<file path="src/design/lcd_hex_pkg.sv">
`default_nettype none

package lcd_hex_pkg;

    localparam int ram_depth  = 256;
    localparam int addr_bits  = 8;
    localparam int disp_bytes = 8; // shadow bytes behind the display word

    // panel geometry
    localparam int lcd_width  = 32;
    localparam int lcd_height = 16;
    localparam int color_bits = 16;
    localparam int x_bits     = $clog2(lcd_width);
    localparam int y_bits     = $clog2(lcd_height);
    localparam int glyph_w    = 4;
    localparam int glyph_h    = 8;
    localparam int gap_cycles = 4; // csn high time between frames

    localparam logic [color_bits-1:0] fg_color = 16'hffff;
    localparam logic [color_bits-1:0] bg_color = 16'h0000;

    typedef enum logic [7:0] {
        op_write = 8'h02,
        op_read  = 8'h03
    } spi_op_t;

    typedef enum logic [2:0] {
        idle,
        init_byte,
        frame_cmd,
        pixels,
        gap
    } lcd_state_t;

    localparam int init_len = 3;
    localparam logic [7:0] init_bytes [init_len] = '{8'h11, 8'h3a, 8'h55};
    localparam logic [7:0] ramwr_cmd = 8'h2c; // memory write, starts each frame

    // 4x8 hex digits, bit 3 is the leftmost pixel, last row blank
    localparam logic [3:0] font [16][8] = '{
        '{4'h6, 4'h9, 4'h9, 4'h9, 4'h9, 4'h9, 4'h6, 4'h0}, // 0
        '{4'h2, 4'h6, 4'h2, 4'h2, 4'h2, 4'h2, 4'h7, 4'h0}, // 1
        '{4'h6, 4'h9, 4'h1, 4'h2, 4'h4, 4'h8, 4'hf, 4'h0}, // 2
        '{4'he, 4'h1, 4'h1, 4'h6, 4'h1, 4'h1, 4'he, 4'h0}, // 3
        '{4'h9, 4'h9, 4'h9, 4'hf, 4'h1, 4'h1, 4'h1, 4'h0}, // 4
        '{4'hf, 4'h8, 4'h8, 4'he, 4'h1, 4'h1, 4'he, 4'h0}, // 5
        '{4'h6, 4'h8, 4'h8, 4'he, 4'h9, 4'h9, 4'h6, 4'h0}, // 6
        '{4'hf, 4'h1, 4'h1, 4'h2, 4'h4, 4'h4, 4'h4, 4'h0}, // 7
        '{4'h6, 4'h9, 4'h9, 4'h6, 4'h9, 4'h9, 4'h6, 4'h0}, // 8
        '{4'h6, 4'h9, 4'h9, 4'h7, 4'h1, 4'h1, 4'h6, 4'h0}, // 9
        '{4'h6, 4'h9, 4'h9, 4'hf, 4'h9, 4'h9, 4'h9, 4'h0}, // a
        '{4'he, 4'h9, 4'h9, 4'he, 4'h9, 4'h9, 4'he, 4'h0}, // b
        '{4'h6, 4'h9, 4'h8, 4'h8, 4'h8, 4'h9, 4'h6, 4'h0}, // c
        '{4'he, 4'h9, 4'h9, 4'h9, 4'h9, 4'h9, 4'he, 4'h0}, // d
        '{4'hf, 4'h8, 4'h8, 4'he, 4'h8, 4'h8, 4'hf, 4'h0}, // e
        '{4'hf, 4'h8, 4'h8, 4'he, 4'h8, 4'h8, 4'h8, 4'h0}  // f
    };

endpackage

`default_nettype wire

</file>
<file path="src/design/mem_if.sv">
`default_nettype none

// RAM access path between the SPI slave and the byte RAM
interface mem_if;

    logic                            wr;    // one-cycle write strobe
    logic [lcd_hex_pkg::addr_bits-1:0] addr;
    logic [7:0]                      wdata;
    logic [7:0]                      rdata; // valid one cycle after addr

    modport slave (
        output wr, addr, wdata,
        input  rdata
    );

    modport ram (
        input  wr, addr, wdata,
        output rdata
    );

endinterface

`default_nettype wire

</file>
<file path="src/design/spi_rw_slave.sv">
`default_nettype none

module spi_rw_slave (
    input  wire  clk,
    input  wire  rst_n,
    input  wire  csn,
    input  wire  sclk,
    input  wire  mosi,
    output logic miso,
    mem_if.slave mem
);

    typedef enum logic [1:0] {
        ph_opcode,
        ph_addr,
        ph_data,
        ph_skip // unknown opcode, ignore until csn rises
    } phase_t;

    logic [1:0] csn_sr;
    logic [2:0] sclk_sr; // two sync flops plus one for edge detect
    logic [1:0] mosi_sr;
    logic       csn_s;
    logic       sclk_rise;
    logic       sclk_fall;
    logic [6:0] rx_sr;
    logic [7:0] rx_byte;
    logic [2:0] bit_cnt;
    logic [7:0] tx_sr;
    logic       tx_pending;
    phase_t     phase;
    lcd_hex_pkg::spi_op_t op;

    assign csn_s     = csn_sr[1];
    assign sclk_rise = sclk_sr[1] & ~sclk_sr[2];
    assign sclk_fall = ~sclk_sr[1] & sclk_sr[2];
    assign rx_byte   = {rx_sr, mosi_sr[1]};
    assign miso      = tx_sr[7]; // tx_sr is cleared while deselected

    always_ff @(posedge clk)
    begin
        if (!rst_n)
        begin
            csn_sr  <= 2'b11;
            sclk_sr <= 3'b000;
            mosi_sr <= 2'b00;
        end
        else
        begin
            csn_sr  <= {csn_sr[0], csn};
            sclk_sr <= {sclk_sr[1:0], sclk};
            mosi_sr <= {mosi_sr[0], mosi};
        end
    end

    // byte assembly and command decode
    always_ff @(posedge clk)
    begin
        if (!rst_n)
        begin
            phase      <= ph_opcode;
            op         <= lcd_hex_pkg::op_write;
            bit_cnt    <= 3'd0;
            tx_sr      <= 8'h00;
            tx_pending <= 1'b0;
            mem.wr     <= 1'b0;
            mem.addr   <= '0;
        end
        else
        begin
            mem.wr <= 1'b0;
            if (mem.wr)
                mem.addr <= mem.addr + 1'b1; // step past the byte just written

            if (csn_s)
            begin
                // abort, wait for the next opcode
                phase      <= ph_opcode;
                bit_cnt    <= 3'd0;
                tx_sr      <= 8'h00;
                tx_pending <= 1'b0;
            end
            else
            begin
                if (sclk_rise)
                begin
                    rx_sr   <= rx_byte[6:0];
                    bit_cnt <= bit_cnt + 1'b1;
                    if (bit_cnt == 3'd7)
                    begin
                        case (phase)
                            ph_opcode:
                                if (rx_byte == lcd_hex_pkg::op_write ||
                                    rx_byte == lcd_hex_pkg::op_read)
                                begin
                                    op    <= lcd_hex_pkg::spi_op_t'(rx_byte);
                                    phase <= ph_addr;
                                end
                                else
                                    phase <= ph_skip;
                            ph_addr:
                            begin
                                mem.addr   <= rx_byte;
                                phase      <= ph_data;
                                tx_pending <= (op == lcd_hex_pkg::op_read);
                            end
                            ph_data:
                                if (op == lcd_hex_pkg::op_write)
                                begin
                                    mem.wr    <= 1'b1;
                                    mem.wdata <= rx_byte;
                                end
                                else
                                begin
                                    mem.addr   <= mem.addr + 1'b1;
                                    tx_pending <= 1'b1; // fetch next byte
                                end
                            default: ;
                        endcase
                    end
                end

                // miso changes on the falling edge, mode 0
                if (sclk_fall)
                begin
                    if (tx_pending)
                    begin
                        tx_sr      <= mem.rdata;
                        tx_pending <= 1'b0;
                    end
                    else
                        tx_sr <= {tx_sr[6:0], 1'b0};
                end
            end
        end
    end

endmodule

`default_nettype wire

</file>
<file path="src/design/byte_ram.sv">
`default_nettype none

module byte_ram (
    input  wire  clk,
    mem_if.ram   mem,
    output logic [lcd_hex_pkg::disp_bytes*8-1:0] disp_word
);

    localparam int shadow_bits = $clog2(lcd_hex_pkg::disp_bytes);

    logic [7:0] ram    [lcd_hex_pkg::ram_depth];
    logic [7:0] shadow [lcd_hex_pkg::disp_bytes]; // copy of bytes 0..7

    always_ff @(posedge clk)
    begin
        if (mem.wr)
        begin
            ram[mem.addr] <= mem.wdata;
            if (mem.addr < lcd_hex_pkg::disp_bytes)
                shadow[mem.addr[shadow_bits-1:0]] <= mem.wdata;
        end
        else
            mem.rdata <= ram[mem.addr]; // read holds during a write
    end

    // byte 7 is the most significant
    always_comb
    begin
        for (int i = 0; i < lcd_hex_pkg::disp_bytes; i++)
            disp_word[i*8 +: 8] = shadow[i];
    end

endmodule

`default_nettype wire

</file>
<file path="src/design/hex_glyph.sv">
`default_nettype none

module hex_glyph (
    input  wire  clk,
    input  wire  [lcd_hex_pkg::x_bits-1:0] x,
    input  wire  [lcd_hex_pkg::y_bits-1:0] y,
    input  wire  [lcd_hex_pkg::disp_bytes*8-1:0] disp_word,
    input  wire  frame_start,
    output logic [lcd_hex_pkg::color_bits-1:0] color
);

    logic [lcd_hex_pkg::disp_bytes*8-1:0] word_q;
    logic [2:0] col;
    logic       row;
    logic [3:0] nib_idx;
    logic [3:0] nib;
    logic [1:0] gx;
    logic [2:0] gy;
    logic [3:0] font_row;
    logic       pix;

    // frozen for the whole frame
    always_ff @(posedge clk)
    begin
        if (frame_start)
            word_q <= disp_word;
    end

    always_comb
    begin
        col = 3'(x / lcd_hex_pkg::glyph_w);
        row = 1'(y / lcd_hex_pkg::glyph_h);
        gx  = 2'(x % lcd_hex_pkg::glyph_w);
        gy  = 3'(y % lcd_hex_pkg::glyph_h);

        // 15 - (row*8 + col), top left shows the top nibble
        nib_idx  = ~{row, col};
        nib      = word_q[nib_idx*4 +: 4];
        font_row = lcd_hex_pkg::font[nib][gy];
        pix      = font_row[2'd3 - gx];
    end

    always_ff @(posedge clk)
    begin
        color <= pix ? lcd_hex_pkg::fg_color : lcd_hex_pkg::bg_color;
    end

endmodule

`default_nettype wire

</file>
<file path="src/design/pixel_counter.sv">
`default_nettype none

module pixel_counter (
    input  wire  clk,
    input  wire  rst_n,
    input  wire  clear,
    input  wire  step,
    input  wire  word16,
    output logic [3:0] bit_idx,
    output logic word_done,
    output logic [lcd_hex_pkg::x_bits-1:0] x,
    output logic [lcd_hex_pkg::y_bits-1:0] y,
    output logic frame_done
);

    logic last_pix; // x,y already wrapped past the final pixel

    assign word_done  = step && (bit_idx == (word16 ? 4'd15 : 4'd7));
    assign frame_done = word_done && word16 && last_pix;

    always_ff @(posedge clk)
    begin
        if (!rst_n || clear)
        begin
            bit_idx  <= 4'd0;
            x        <= '0;
            y        <= '0;
            last_pix <= 1'b0;
        end
        else if (step)
        begin
            bit_idx <= word_done ? 4'd0 : bit_idx + 1'b1;

            // x,y run one pixel ahead so the next glyph is ready at load
            if (word16 && bit_idx == 4'd0)
            begin
                if (x == lcd_hex_pkg::x_bits'(lcd_hex_pkg::lcd_width - 1))
                begin
                    x <= '0;
                    if (y == lcd_hex_pkg::y_bits'(lcd_hex_pkg::lcd_height - 1))
                    begin
                        y        <= '0;
                        last_pix <= 1'b1;
                    end
                    else
                        y <= y + 1'b1;
                end
                else
                    x <= x + 1'b1;
            end
        end
    end

endmodule

`default_nettype wire

</file>
<file path="src/design/lcd_fsm.sv">
`default_nettype none

module lcd_fsm (
    input  wire  clk,
    input  wire  rst_n,
    input  wire  bit_tick,
    input  wire  word_done,
    input  wire  frame_done,
    input  wire  [lcd_hex_pkg::color_bits-1:0] color,
    output logic clear,
    output logic step,
    output logic word16,
    output logic frame_start,
    output logic load,
    output logic [lcd_hex_pkg::color_bits-1:0] load_word,
    output logic load_dc,
    output logic csn
);

    lcd_hex_pkg::lcd_state_t state, state_next;
    logic [1:0] init_idx;
    logic [1:0] gap_cnt;

    assign clear  = (state == lcd_hex_pkg::idle) || (state == lcd_hex_pkg::gap);
    assign step   = bit_tick & ~clear;
    assign word16 = (state == lcd_hex_pkg::pixels); // width of the word on the wire

    // bytes go out left aligned in the 16-bit load word
    always_comb
    begin
        state_next  = state;
        load        = 1'b0;
        load_word   = {lcd_hex_pkg::ramwr_cmd, 8'h00};
        load_dc     = 1'b0;
        frame_start = 1'b0;
        case (state)
            lcd_hex_pkg::idle:
            begin
                load       = 1'b1;
                load_word  = {lcd_hex_pkg::init_bytes[init_idx], 8'h00};
                state_next = lcd_hex_pkg::init_byte;
            end
            lcd_hex_pkg::init_byte:
                if (word_done)
                begin
                    load = 1'b1;
                    if (init_idx == 2'(lcd_hex_pkg::init_len))
                    begin
                        frame_start = 1'b1;
                        state_next  = lcd_hex_pkg::frame_cmd;
                    end
                    else
                        load_word = {lcd_hex_pkg::init_bytes[init_idx], 8'h00};
                end
            lcd_hex_pkg::frame_cmd:
                if (word_done)
                begin
                    load       = 1'b1;
                    load_word  = color;
                    load_dc    = 1'b1;
                    state_next = lcd_hex_pkg::pixels;
                end
            lcd_hex_pkg::pixels:
                if (frame_done)
                    state_next = lcd_hex_pkg::gap;
                else if (word_done)
                begin
                    load      = 1'b1;
                    load_word = color;
                    load_dc   = 1'b1;
                end
            lcd_hex_pkg::gap:
                if (gap_cnt == 2'(lcd_hex_pkg::gap_cycles - 1))
                begin
                    load        = 1'b1;
                    frame_start = 1'b1;
                    state_next  = lcd_hex_pkg::frame_cmd;
                end
            default: state_next = lcd_hex_pkg::idle;
        endcase
    end

    always_ff @(posedge clk)
    begin
        if (!rst_n)
        begin
            state    <= lcd_hex_pkg::idle;
            init_idx <= 2'd0;
            gap_cnt  <= 2'd0;
            csn      <= 1'b1;
        end
        else
        begin
            state   <= state_next;
            gap_cnt <= (state == lcd_hex_pkg::gap) ? gap_cnt + 1'b1 : 2'd0;
            if (load && (state == lcd_hex_pkg::idle || state == lcd_hex_pkg::init_byte))
                init_idx <= init_idx + 1'b1;
            if (load)
                csn <= 1'b0;
            else if (frame_done)
                csn <= 1'b1; // released after the last pixel
        end
    end

endmodule

`default_nettype wire

</file>
<file path="src/design/spi_shifter.sv">
`default_nettype none

module spi_shifter (
    input  wire  clk,
    input  wire  rst_n,
    input  wire  load,
    input  wire  [lcd_hex_pkg::color_bits-1:0] load_word,
    input  wire  word16,
    input  wire  load_dc,
    output logic spi_clk,
    output logic mosi,
    output logic dc,
    output logic bit_tick
);

    logic [lcd_hex_pkg::color_bits-1:0] sr;
    logic [3:0] cnt;  // bits sent of the current word
    logic       busy;

    always_ff @(posedge clk)
    begin
        if (!rst_n)
        begin
            spi_clk  <= 1'b1; // idle high
            mosi     <= 1'b0;
            dc       <= 1'b0;
            bit_tick <= 1'b0;
            busy     <= 1'b0;
            cnt      <= 4'd0;
        end
        else
        begin
            bit_tick <= 1'b0;
            if (load)
            begin
                spi_clk <= 1'b0;
                mosi    <= load_word[15];
                sr      <= {load_word[14:0], 1'b0};
                dc      <= load_dc;
                cnt     <= 4'd0;
                busy    <= 1'b1;
            end
            else if (busy)
            begin
                if (!spi_clk)
                begin
                    spi_clk  <= 1'b1; // panel samples here
                    bit_tick <= 1'b1;
                end
                else if (cnt == (word16 ? 4'd15 : 4'd7))
                    busy <= 1'b0;
                else
                begin
                    spi_clk <= 1'b0;
                    mosi    <= sr[15];
                    sr      <= {sr[14:0], 1'b0};
                    cnt     <= cnt + 1'b1;
                end
            end
        end
    end

endmodule

`default_nettype wire

</file>
<file path="src/design/lcd_hex_top.sv">
`default_nettype none

module lcd_hex_top (
    input  wire  clk,
    input  wire  rst_n,
    input  wire  spi_csn,
    input  wire  spi_sclk,
    input  wire  spi_mosi,
    output logic spi_miso,
    output logic lcd_csn,
    output logic lcd_clk,
    output logic lcd_mosi,
    output logic lcd_dc
);

    logic [lcd_hex_pkg::disp_bytes*8-1:0] disp_word;
    logic [lcd_hex_pkg::x_bits-1:0]       x;
    logic [lcd_hex_pkg::y_bits-1:0]       y;
    logic [lcd_hex_pkg::color_bits-1:0]   color;
    logic [lcd_hex_pkg::color_bits-1:0]   load_word;
    logic clear;
    logic step;
    logic word16;
    logic word_done;
    logic frame_done;
    logic frame_start;
    logic load;
    logic load_dc;
    logic bit_tick;

    mem_if mem ();

    spi_rw_slave u_slave (
        .clk   (clk),
        .rst_n (rst_n),
        .csn   (spi_csn),
        .sclk  (spi_sclk),
        .mosi  (spi_mosi),
        .miso  (spi_miso),
        .mem   (mem.slave)
    );

    byte_ram u_ram (
        .clk       (clk),
        .mem       (mem.ram),
        .disp_word (disp_word)
    );

    hex_glyph u_glyph (
        .clk         (clk),
        .x           (x),
        .y           (y),
        .disp_word   (disp_word),
        .frame_start (frame_start),
        .color       (color)
    );

    pixel_counter u_cnt (
        .clk        (clk),
        .rst_n      (rst_n),
        .clear      (clear),
        .step       (step),
        .word16     (word16),
        .bit_idx    (),
        .word_done  (word_done),
        .x          (x),
        .y          (y),
        .frame_done (frame_done)
    );

    lcd_fsm u_fsm (
        .clk         (clk),
        .rst_n       (rst_n),
        .bit_tick    (bit_tick),
        .word_done   (word_done),
        .frame_done  (frame_done),
        .color       (color),
        .clear       (clear),
        .step        (step),
        .word16      (word16),
        .frame_start (frame_start),
        .load        (load),
        .load_word   (load_word),
        .load_dc     (load_dc),
        .csn         (lcd_csn)
    );

    spi_shifter u_shift (
        .clk       (clk),
        .rst_n     (rst_n),
        .load      (load),
        .load_word (load_word),
        .word16    (word16),
        .load_dc   (load_dc),
        .spi_clk   (lcd_clk),
        .mosi      (lcd_mosi),
        .dc        (lcd_dc),
        .bit_tick  (bit_tick)
    );

endmodule

`default_nettype wire

</file>
<file path="config.mk">
export PLATFORM = sky130hd
export DESIGN_NAME = lcd_hex_top
export DESIGN_NICKNAME = d
export VERILOG_FILES = /design/src/design/lcd_hex_pkg.sv /design/src/design/mem_if.sv /design/src/design/spi_rw_slave.sv /design/src/design/byte_ram.sv /design/src/design/hex_glyph.sv /design/src/design/pixel_counter.sv /design/src/design/lcd_fsm.sv /design/src/design/spi_shifter.sv /design/src/design/lcd_hex_top.sv
export SDC_FILE = /design/constraint.sdc
export NUM_CORES = 2
export LEC_CHECK = 0
export CORE_MARGIN = 2
export CORE_UTILIZATION = 40
export CTS_CLUSTER_SIZE = 30
export DETAILED_ROUTE_END_ITERATION = 12
export DONT_BUFFER_PORTS = 1
export PLACE_DENSITY_LB_ADDON = 0.05
export SYNTH_ARGS = -nofsm -noshare
export SYNTH_HDL_FRONTEND = slang
export SYNTH_SLANG_ARGS = --single-unit
</file>
<file path="constraint.sdc">
create_clock -name clk -period 7.6 [get_ports clk]
set_clock_uncertainty 0.15 [all_clocks]
set_input_delay 1.52 -clock clk [delete_from_list [all_inputs] [get_ports clk]]
set_output_delay 1.52 -clock clk [all_outputs]
set_load 0.02 [all_outputs]
</file>
# Word-level counts from Yosys, hierarchy flattened
# Memory sizes are Yosys's and may differ from the RTL's. A register that Yosys moved wholly into a read port is not among the register bits.
# Index checks and enable logic that the tools add are counted.
dict set report classes {
  add_sub_neg 9
  n_lt_le_gt_ge 5
  n_eq_ne 23
  shifts 1
  n_mux 74
  bitwise_logic 17
  n_reduce_logical 35
}
# operator n
set op_table {}
lappend op_table {{16-bit 2-to-1 mux} 9}
lappend op_table {{32-bit 2-to-1 mux} 2}
lappend op_table {{8-bit 2-to-1 mux} 8}
lappend op_table {{16-bit one-hot mux with 4 select lines} 1}
lappend op_table {{64-bit by 7-bit indexed part select with 4-bit output} 1}
lappend op_table {{8-bit by 2-bit equality test with 1-bit output, second input constant} 4}
lappend op_table {{1-bit 2-to-1 mux} 32}
lappend op_table {{4-bit 2-to-1 mux} 5}
lappend op_table {{8-bit binary-select mux with 2-bit select} 1}
lappend op_table {{8-bit one-hot mux with 2 select lines} 1}
lappend op_table {{3-bit 2-to-1 mux} 5}
lappend op_table {{3-bit one-hot mux with 5 select lines} 1}
lappend op_table {{3-bit AND reduction} 5}
lappend op_table {{4-bit by 1-bit adder with 4-bit output, second input constant} 3}
lappend op_table {{4-bit binary-select mux with 3-bit select} 1}
lappend op_table {{2-bit inequality test, second input constant} 5}
lappend op_table {{1-bit NOT} 10}
lappend op_table {{5-bit AND reduction} 2}
lappend op_table {{8-bit by 1-bit adder with 8-bit output, second input constant} 1}
lappend op_table {{4-bit equality test} 2}
lappend op_table {{8-bit by 4-bit less-than comparator with 1-bit output, second input constant} 1}
lappend op_table {{4-bit AND reduction} 2}
lappend op_table {{2-bit nonzero test} 4}
lappend op_table {{2-bit equality test, second input constant} 3}
lappend op_table {{other kinds (37)} 55}
dict set report totals {
  ff_bits 116
  ram_bits 2112
  mem_bits_ro 512
  inputBits 5
  elab_cells 196
  mem_count 3
}
# name depth width read_ports rd_ports_with_merged_regs wr line
set memory_table {}
lappend memory_table {u_ram.ram 256 8 1 1 1 byte_ram.sv:11} ;# logic [7:0] ram [lcd_hex_pkg::ram_depth];
lappend memory_table {{(no name shown)} 16 32 1 0 0 hex_glyph.sv:39} ;# font_row = lcd_hex_pkg::font[nib][gy];
lappend memory_table {u_ram.shadow 8 8 8 8 1 byte_ram.sv:12} ;# logic [7:0] shadow [lcd_hex_pkg::disp_bytes];

# Depth between registers and ports, before layout
dict set report logic_depth {
  ltp_word 12
  mapped_depth 14
}

# Modules after synthesis
# From an unflattened synthesis, not the netlist that was laid out.
dict set report hier_totals {
  hier_cells 4315
  hier_area_um2 88657.5
}
# mod n_inst cells_each area_per_inst_um2 seq_area_each_um2
set by_module_without_submodules {}
lappend by_module_without_submodules {byte_ram 1 3613 80487.2 63661.1}
lappend by_module_without_submodules {hex_glyph 1 224 3308.2 1941.9}
lappend by_module_without_submodules {spi_rw_slave 1 224 2319.7 1211.2}
lappend by_module_without_submodules {spi_shifter 1 79 1071.0 630.6}
lappend by_module_without_submodules {pixel_counter 1 86 764.5 280.3}
lappend by_module_without_submodules {lcd_fsm 1 89 706.9 160.2}

# Worst setup path before layout
# OpenSTA, ideal clock, no wires.
dict set report synth_timing {
  kind {flip-flop to flip-flop}
  start {reg u_fsm.state[0]}
  end {reg u_glyph.word_q[0] (netlist bit), read port of u_ram.shadow, enable pin}
  setup_time_ns 0.486
  arrival_ns 4.127
  setup_slack_ns 2.837
  stages_incl_launch_ff 9
  period_less_slack_ns 4.763
  cell_sequence {dfxtp_1 buf_2 and3b_1 clkbuf_1 xnor2_1 nand4_1 nor2_1 a31oi_1 nor2_1}
}
dict set report synth_between {
  elab_chain_len 7
  word_cells_on_any_way 12
  classes_between {eq/ne: 4; mux: 3; bitwise: 2; reduce/logical: 3}
}
# element line
set synth_rtl {}
lappend synth_rtl {{from (decl)} lcd_fsm.sv:20} ;# lcd_hex_pkg::lcd_state_t state, state_next;
lappend synth_rtl {{from (signal assigned)} lcd_fsm.sv:87} ;# state <= lcd_hex_pkg::idle;
lappend synth_rtl {{from (signal assigned)} lcd_fsm.sv:94} ;# state <= state_next;
lappend synth_rtl {{parallel branches: the longest is 6 deep, another holds 4-bit 2-to-1 mux} -}
lappend synth_rtl {{1-bit one-hot mux with 2 select lines (*)} lcd_fsm.sv:36} ;# case (state)
lappend synth_rtl {{via frame_start} lcd_hex_top.sv:26} ;# logic frame_start;
lappend synth_rtl {{to (decl)} hex_glyph.sv:12} ;# logic [lcd_hex_pkg::disp_bytes*8-1:0] word_q;
# Mark *: on every way through the listed nets, which the timed path passes.
# A chain may end at the register's enable or synchronous reset.

==> metrics.cfg <==
[power]
p_int_mw=20.43
ir_drop_v=0.0002127
powerDensity_nw_per_um2=260.1
switchingPower_mw=5.401
swShare_pct=20.91
combinationalPowerShare_pct=2.2
seqPwrFrac_pct=52.8
clkPwrFrac_pct=45.0
p_leak_nw=30.22
power.total_mw=25.83

[timing]
whs_ns=0.2647
slew_headroom_pct=14.45
worstMarginPinSlew_ns=1.279
fin_crit_ns=5.577
drv_slew=0
fmax_mhz=179.3
fin_crit_sh_pct=73.38
setup_tns_ns=0
hold_viol_final=0
rsz0062_at_grt=no
setup_violations=0

[setup_path]
timing.critical_path.buf_inv=2
crit_arrival_ns=6.04
cp_slowest_stage_delay_ns=0.85
rrSetupSlack_ns=2.02
worst_path_most_repeated_cell=buf_4
cp-start-kind=flop
worstSetupPathType=reg -> reg
path_cells=buf_4 > and3b_4 > buf_4 > a22oi_1 > nand2_1 > a2111oi_0 > a31oi_1 > a32oi_1 > nand3_1 > mux4_2
critPathCaptureType=flop
critPathTopFamily=compound AO/OA/AOI/OAI gates
critPathRequiredTime_ns=8.06
critPathMaxFanout=42
cp_slowest_cell=a2111oi_0

[logic_synthesis]
synth_top_cell_area_share_pct=75.53
synthesis.nets=5566
synth_area_leaders=edfxtp_1 (76%), a22oi_1 (2.4%), mux2i_1 (2.3%)
synth_edf_count=2214
synth_area_um2=88020
yosysWarnings=0
syn_avg_cell_area_um2=15.91
synthFlopType=edfxtp_1
ys_ff_latch=2284
synth_top_area_cell=edfxtp_1
ys_types=80
postSynthCellCount=5532
async_flop_share_pct=0
synth-seq-area-share_pct=77.12

[placed_design]
port_buffers=0
dpl.hpwl_mm=167.7
placed_cells=8168
gp_congestion=0.8200

[clocking]
cts_buffers=241
clkSinkCount=2284
clk_latency_ns=0.88
clk_pin_slew_ns=0.06
ctsRootBufferMaster=clkbuf_16
h-tree-depth=4
post-cts-setup-buffers=0
cts_tree=yes
ctsLongestPathBuffers=3
cts_resized=0
cts_hold_buffers=0

[route]
wirelength_mm=296.1
drt-wirelength-per-cell_um=34.35
first_pass_iters=6
viasPerCell=6.020
route.vias.total=51900
drc=0
initialDrtViolationCount=5679
drt.antenna.violating_nets=0

[finish]
drive_gt1_share_pct=11.56
fill_cells=19220
area_delta_synth_final_pct=12.81
layout.nets=5574
fin_cells=8621

[grt]
antenna_found_initial=15
grt_max_degree=189
grt_pass1_wl_mm=413.9
gr-usage-all-layers_pct=26.13
grt_pass1_vias=50450
overflow=0

[floorplanning]
core_um2=219300
rows=172
die_w_um=473.1
initial_core_util_pct=40.14
ios=10
die-area_um2=223800
fp.dieH_um=473.1

[worst_hold_path]
hold_class=reg -> reg

[flow_run]
maxCapViolCount=0

[run_status]
outcome=finished clean

==> synthesized netlist by cell type, types with 7 or more instances <==
| library cell | count |
|---|---|
| buf_1 | 72 |
| inv_1 | 26 |
| clkbuf_1 | 181 |
| a22oi_1 | 285 |
| nand3_1 | 200 |
| a211oi_1 | 18 |
| a221oi_1 | 193 |
| nand4_1 | 29 |
| and2_1 | 14 |
| nand2b_1 | 10 |
| nor3b_1 | 7 |
| a32oi_1 | 7 |
| dfxtp_1 | 70 |
| buf_4 | 15 |
| a31oi_1 | 37 |
| edfxtp_1 | 2214 |
| a21o_1 | 10 |
| ha_1 | 29 |
| and3_1 | 15 |
| mux4_2 | 52 |
| mux2i_1 | 201 |
| mux2_2 | 77 |
| a22o_1 | 62 |
| xnor2_1 | 11 |
| a21oi_1 | 387 |
| nor3_1 | 25 |
| o21ai_0 | 198 |
| nor2_1 | 496 |
| nor2b_1 | 14 |
| o211ai_1 | 63 |
| nand2_1 | 295 |
| buf_2 | 100 |
==> worst paths after layout <==
| kind | from | to | cells after the start |
|---|---|---|---|
| setup / recovery | u_slave.mem.addr[0] | u_ram.mem.rdata[6] | 10 |
| hold / removal | u_ram.shadow[0][2] | u_glyph.word_q[2] | 0 |
| setup reg to reg | u_slave.mem.addr[0] | u_ram.mem.rdata[6] | 10 |
| hold reg to reg | u_ram.shadow[0][2] | u_glyph.word_q[2] | 0 |
==> flip-flops by register name, indices dropped and copies added, names as in the netlist, 2 cells and up <==
| register | count |
|---|---|
| u_cnt.x | 5 |
| u_slave.op | 8 |
| u_ram.shadow | 64 |
| u_cnt.bit_idx | 4 |
| u_slave.rx_sr | 7 |
| u_shift.cnt | 4 |
| u_ram.ram | 2048 |
| u_glyph.word_q | 64 |
| u_ram.mem.rdata | 8 |
| u_fsm.state | 3 |
| u_fsm.gap_cnt | 2 |
| u_slave.mem.wdata | 8 |
| u_shift.sr | 15 |
| u_slave.bit_cnt | 3 |
| u_slave.phase | 2 |
| u_slave.mosi_sr | 2 |
| u_slave.tx_sr | 8 |
| u_cnt.y | 4 |
| u_slave.mem.addr | 8 |
| u_slave.sclk_sr | 3 |
| u_fsm.init_idx | 2 |
| u_slave.csn_sr | 2 |
==> cells in the final DEF (no fill, tap or decap), types with 66 or more instances in the layout <==
| master | count |
|---|---|
| edfxtp_1 | 2214 |
| dfxtp_1 | 66 |
| mux2i_1 | 201 |
| buf_4 | 114 |
| o21ai_0 | 198 |
| nand2_1 | 295 |
| clkbuf_16 | 245 |
| clkinv_1 | 73 |
| a22oi_1 | 285 |
| nor2_1 | 487 |
| a21oi_1 | 387 |
| mux2_2 | 77 |
| a221oi_1 | 193 |
| nand3_1 | 186 |
==> per-stage QoR <==
step,worst slack [ns],instance area (um^2),util [%]
2_1_floorplan,2.837,88020,-
3_3_place_gp,2.296,91580,41.76
3_5_place_dp,2.297,91580,41.76
4_1_cts,2.259,99280,45.27
5_1_grt,1.998,99290,45.28
6_report,2.023,99300,45.28
==> layout make-up <==
cell class	count	area, um^2	share of cell area (%)
inverter	31	122.6	0.1235
antenna	6	15.01	0.01512
timing repair buffer	139	1356	1.366
clock buffer	289	6306	6.351
sequential	2284	67900	68.38
clock inverter	158	1401	1.411
multi-input combinational	2843	18610	18.74
tap	2871	3592	3.618
==> logic make-up (layout without fill, tap and decap cells) <==
kind of cell               count (synthesis)  in the layout  share of synthesized area, %
DFF                                     2284           2284                         77.12
AOI/OAI and AO/OA                       1328           1328                         10.09
and+or+nand+nor                         1138           1138                         5.580
buffers and inverters                    405            617                         1.989
muxes                                    332            332                         4.648
adders and majority gates                 29             29                        0.4122
xor gates and xnor gates                  16             16                        0.1592
other                                      0              6                             0
==> power by group through the flow <==
stage                     logic (mW)  clock network [mW]  registers (mW)
after floorplan                0.325                   0            13.9
after global placement         0.580                   0            13.9
after detailed placement       0.580                   0            13.9
after CTS                      0.581                11.8            13.6
after global routing           0.608                12.3            13.6
final                          0.580                11.6            13.6
==> per-layer routing <==
layer	vias to the layer above	routed length, um	track usage, %
met2	2027	136300	40.69
met5	-	31	0
met3	368	20250	4.300
met4	4	7095	6.538
met1	27590	132500	38.25
li1	21910	-	-
(Power assumes the default switching activity.)
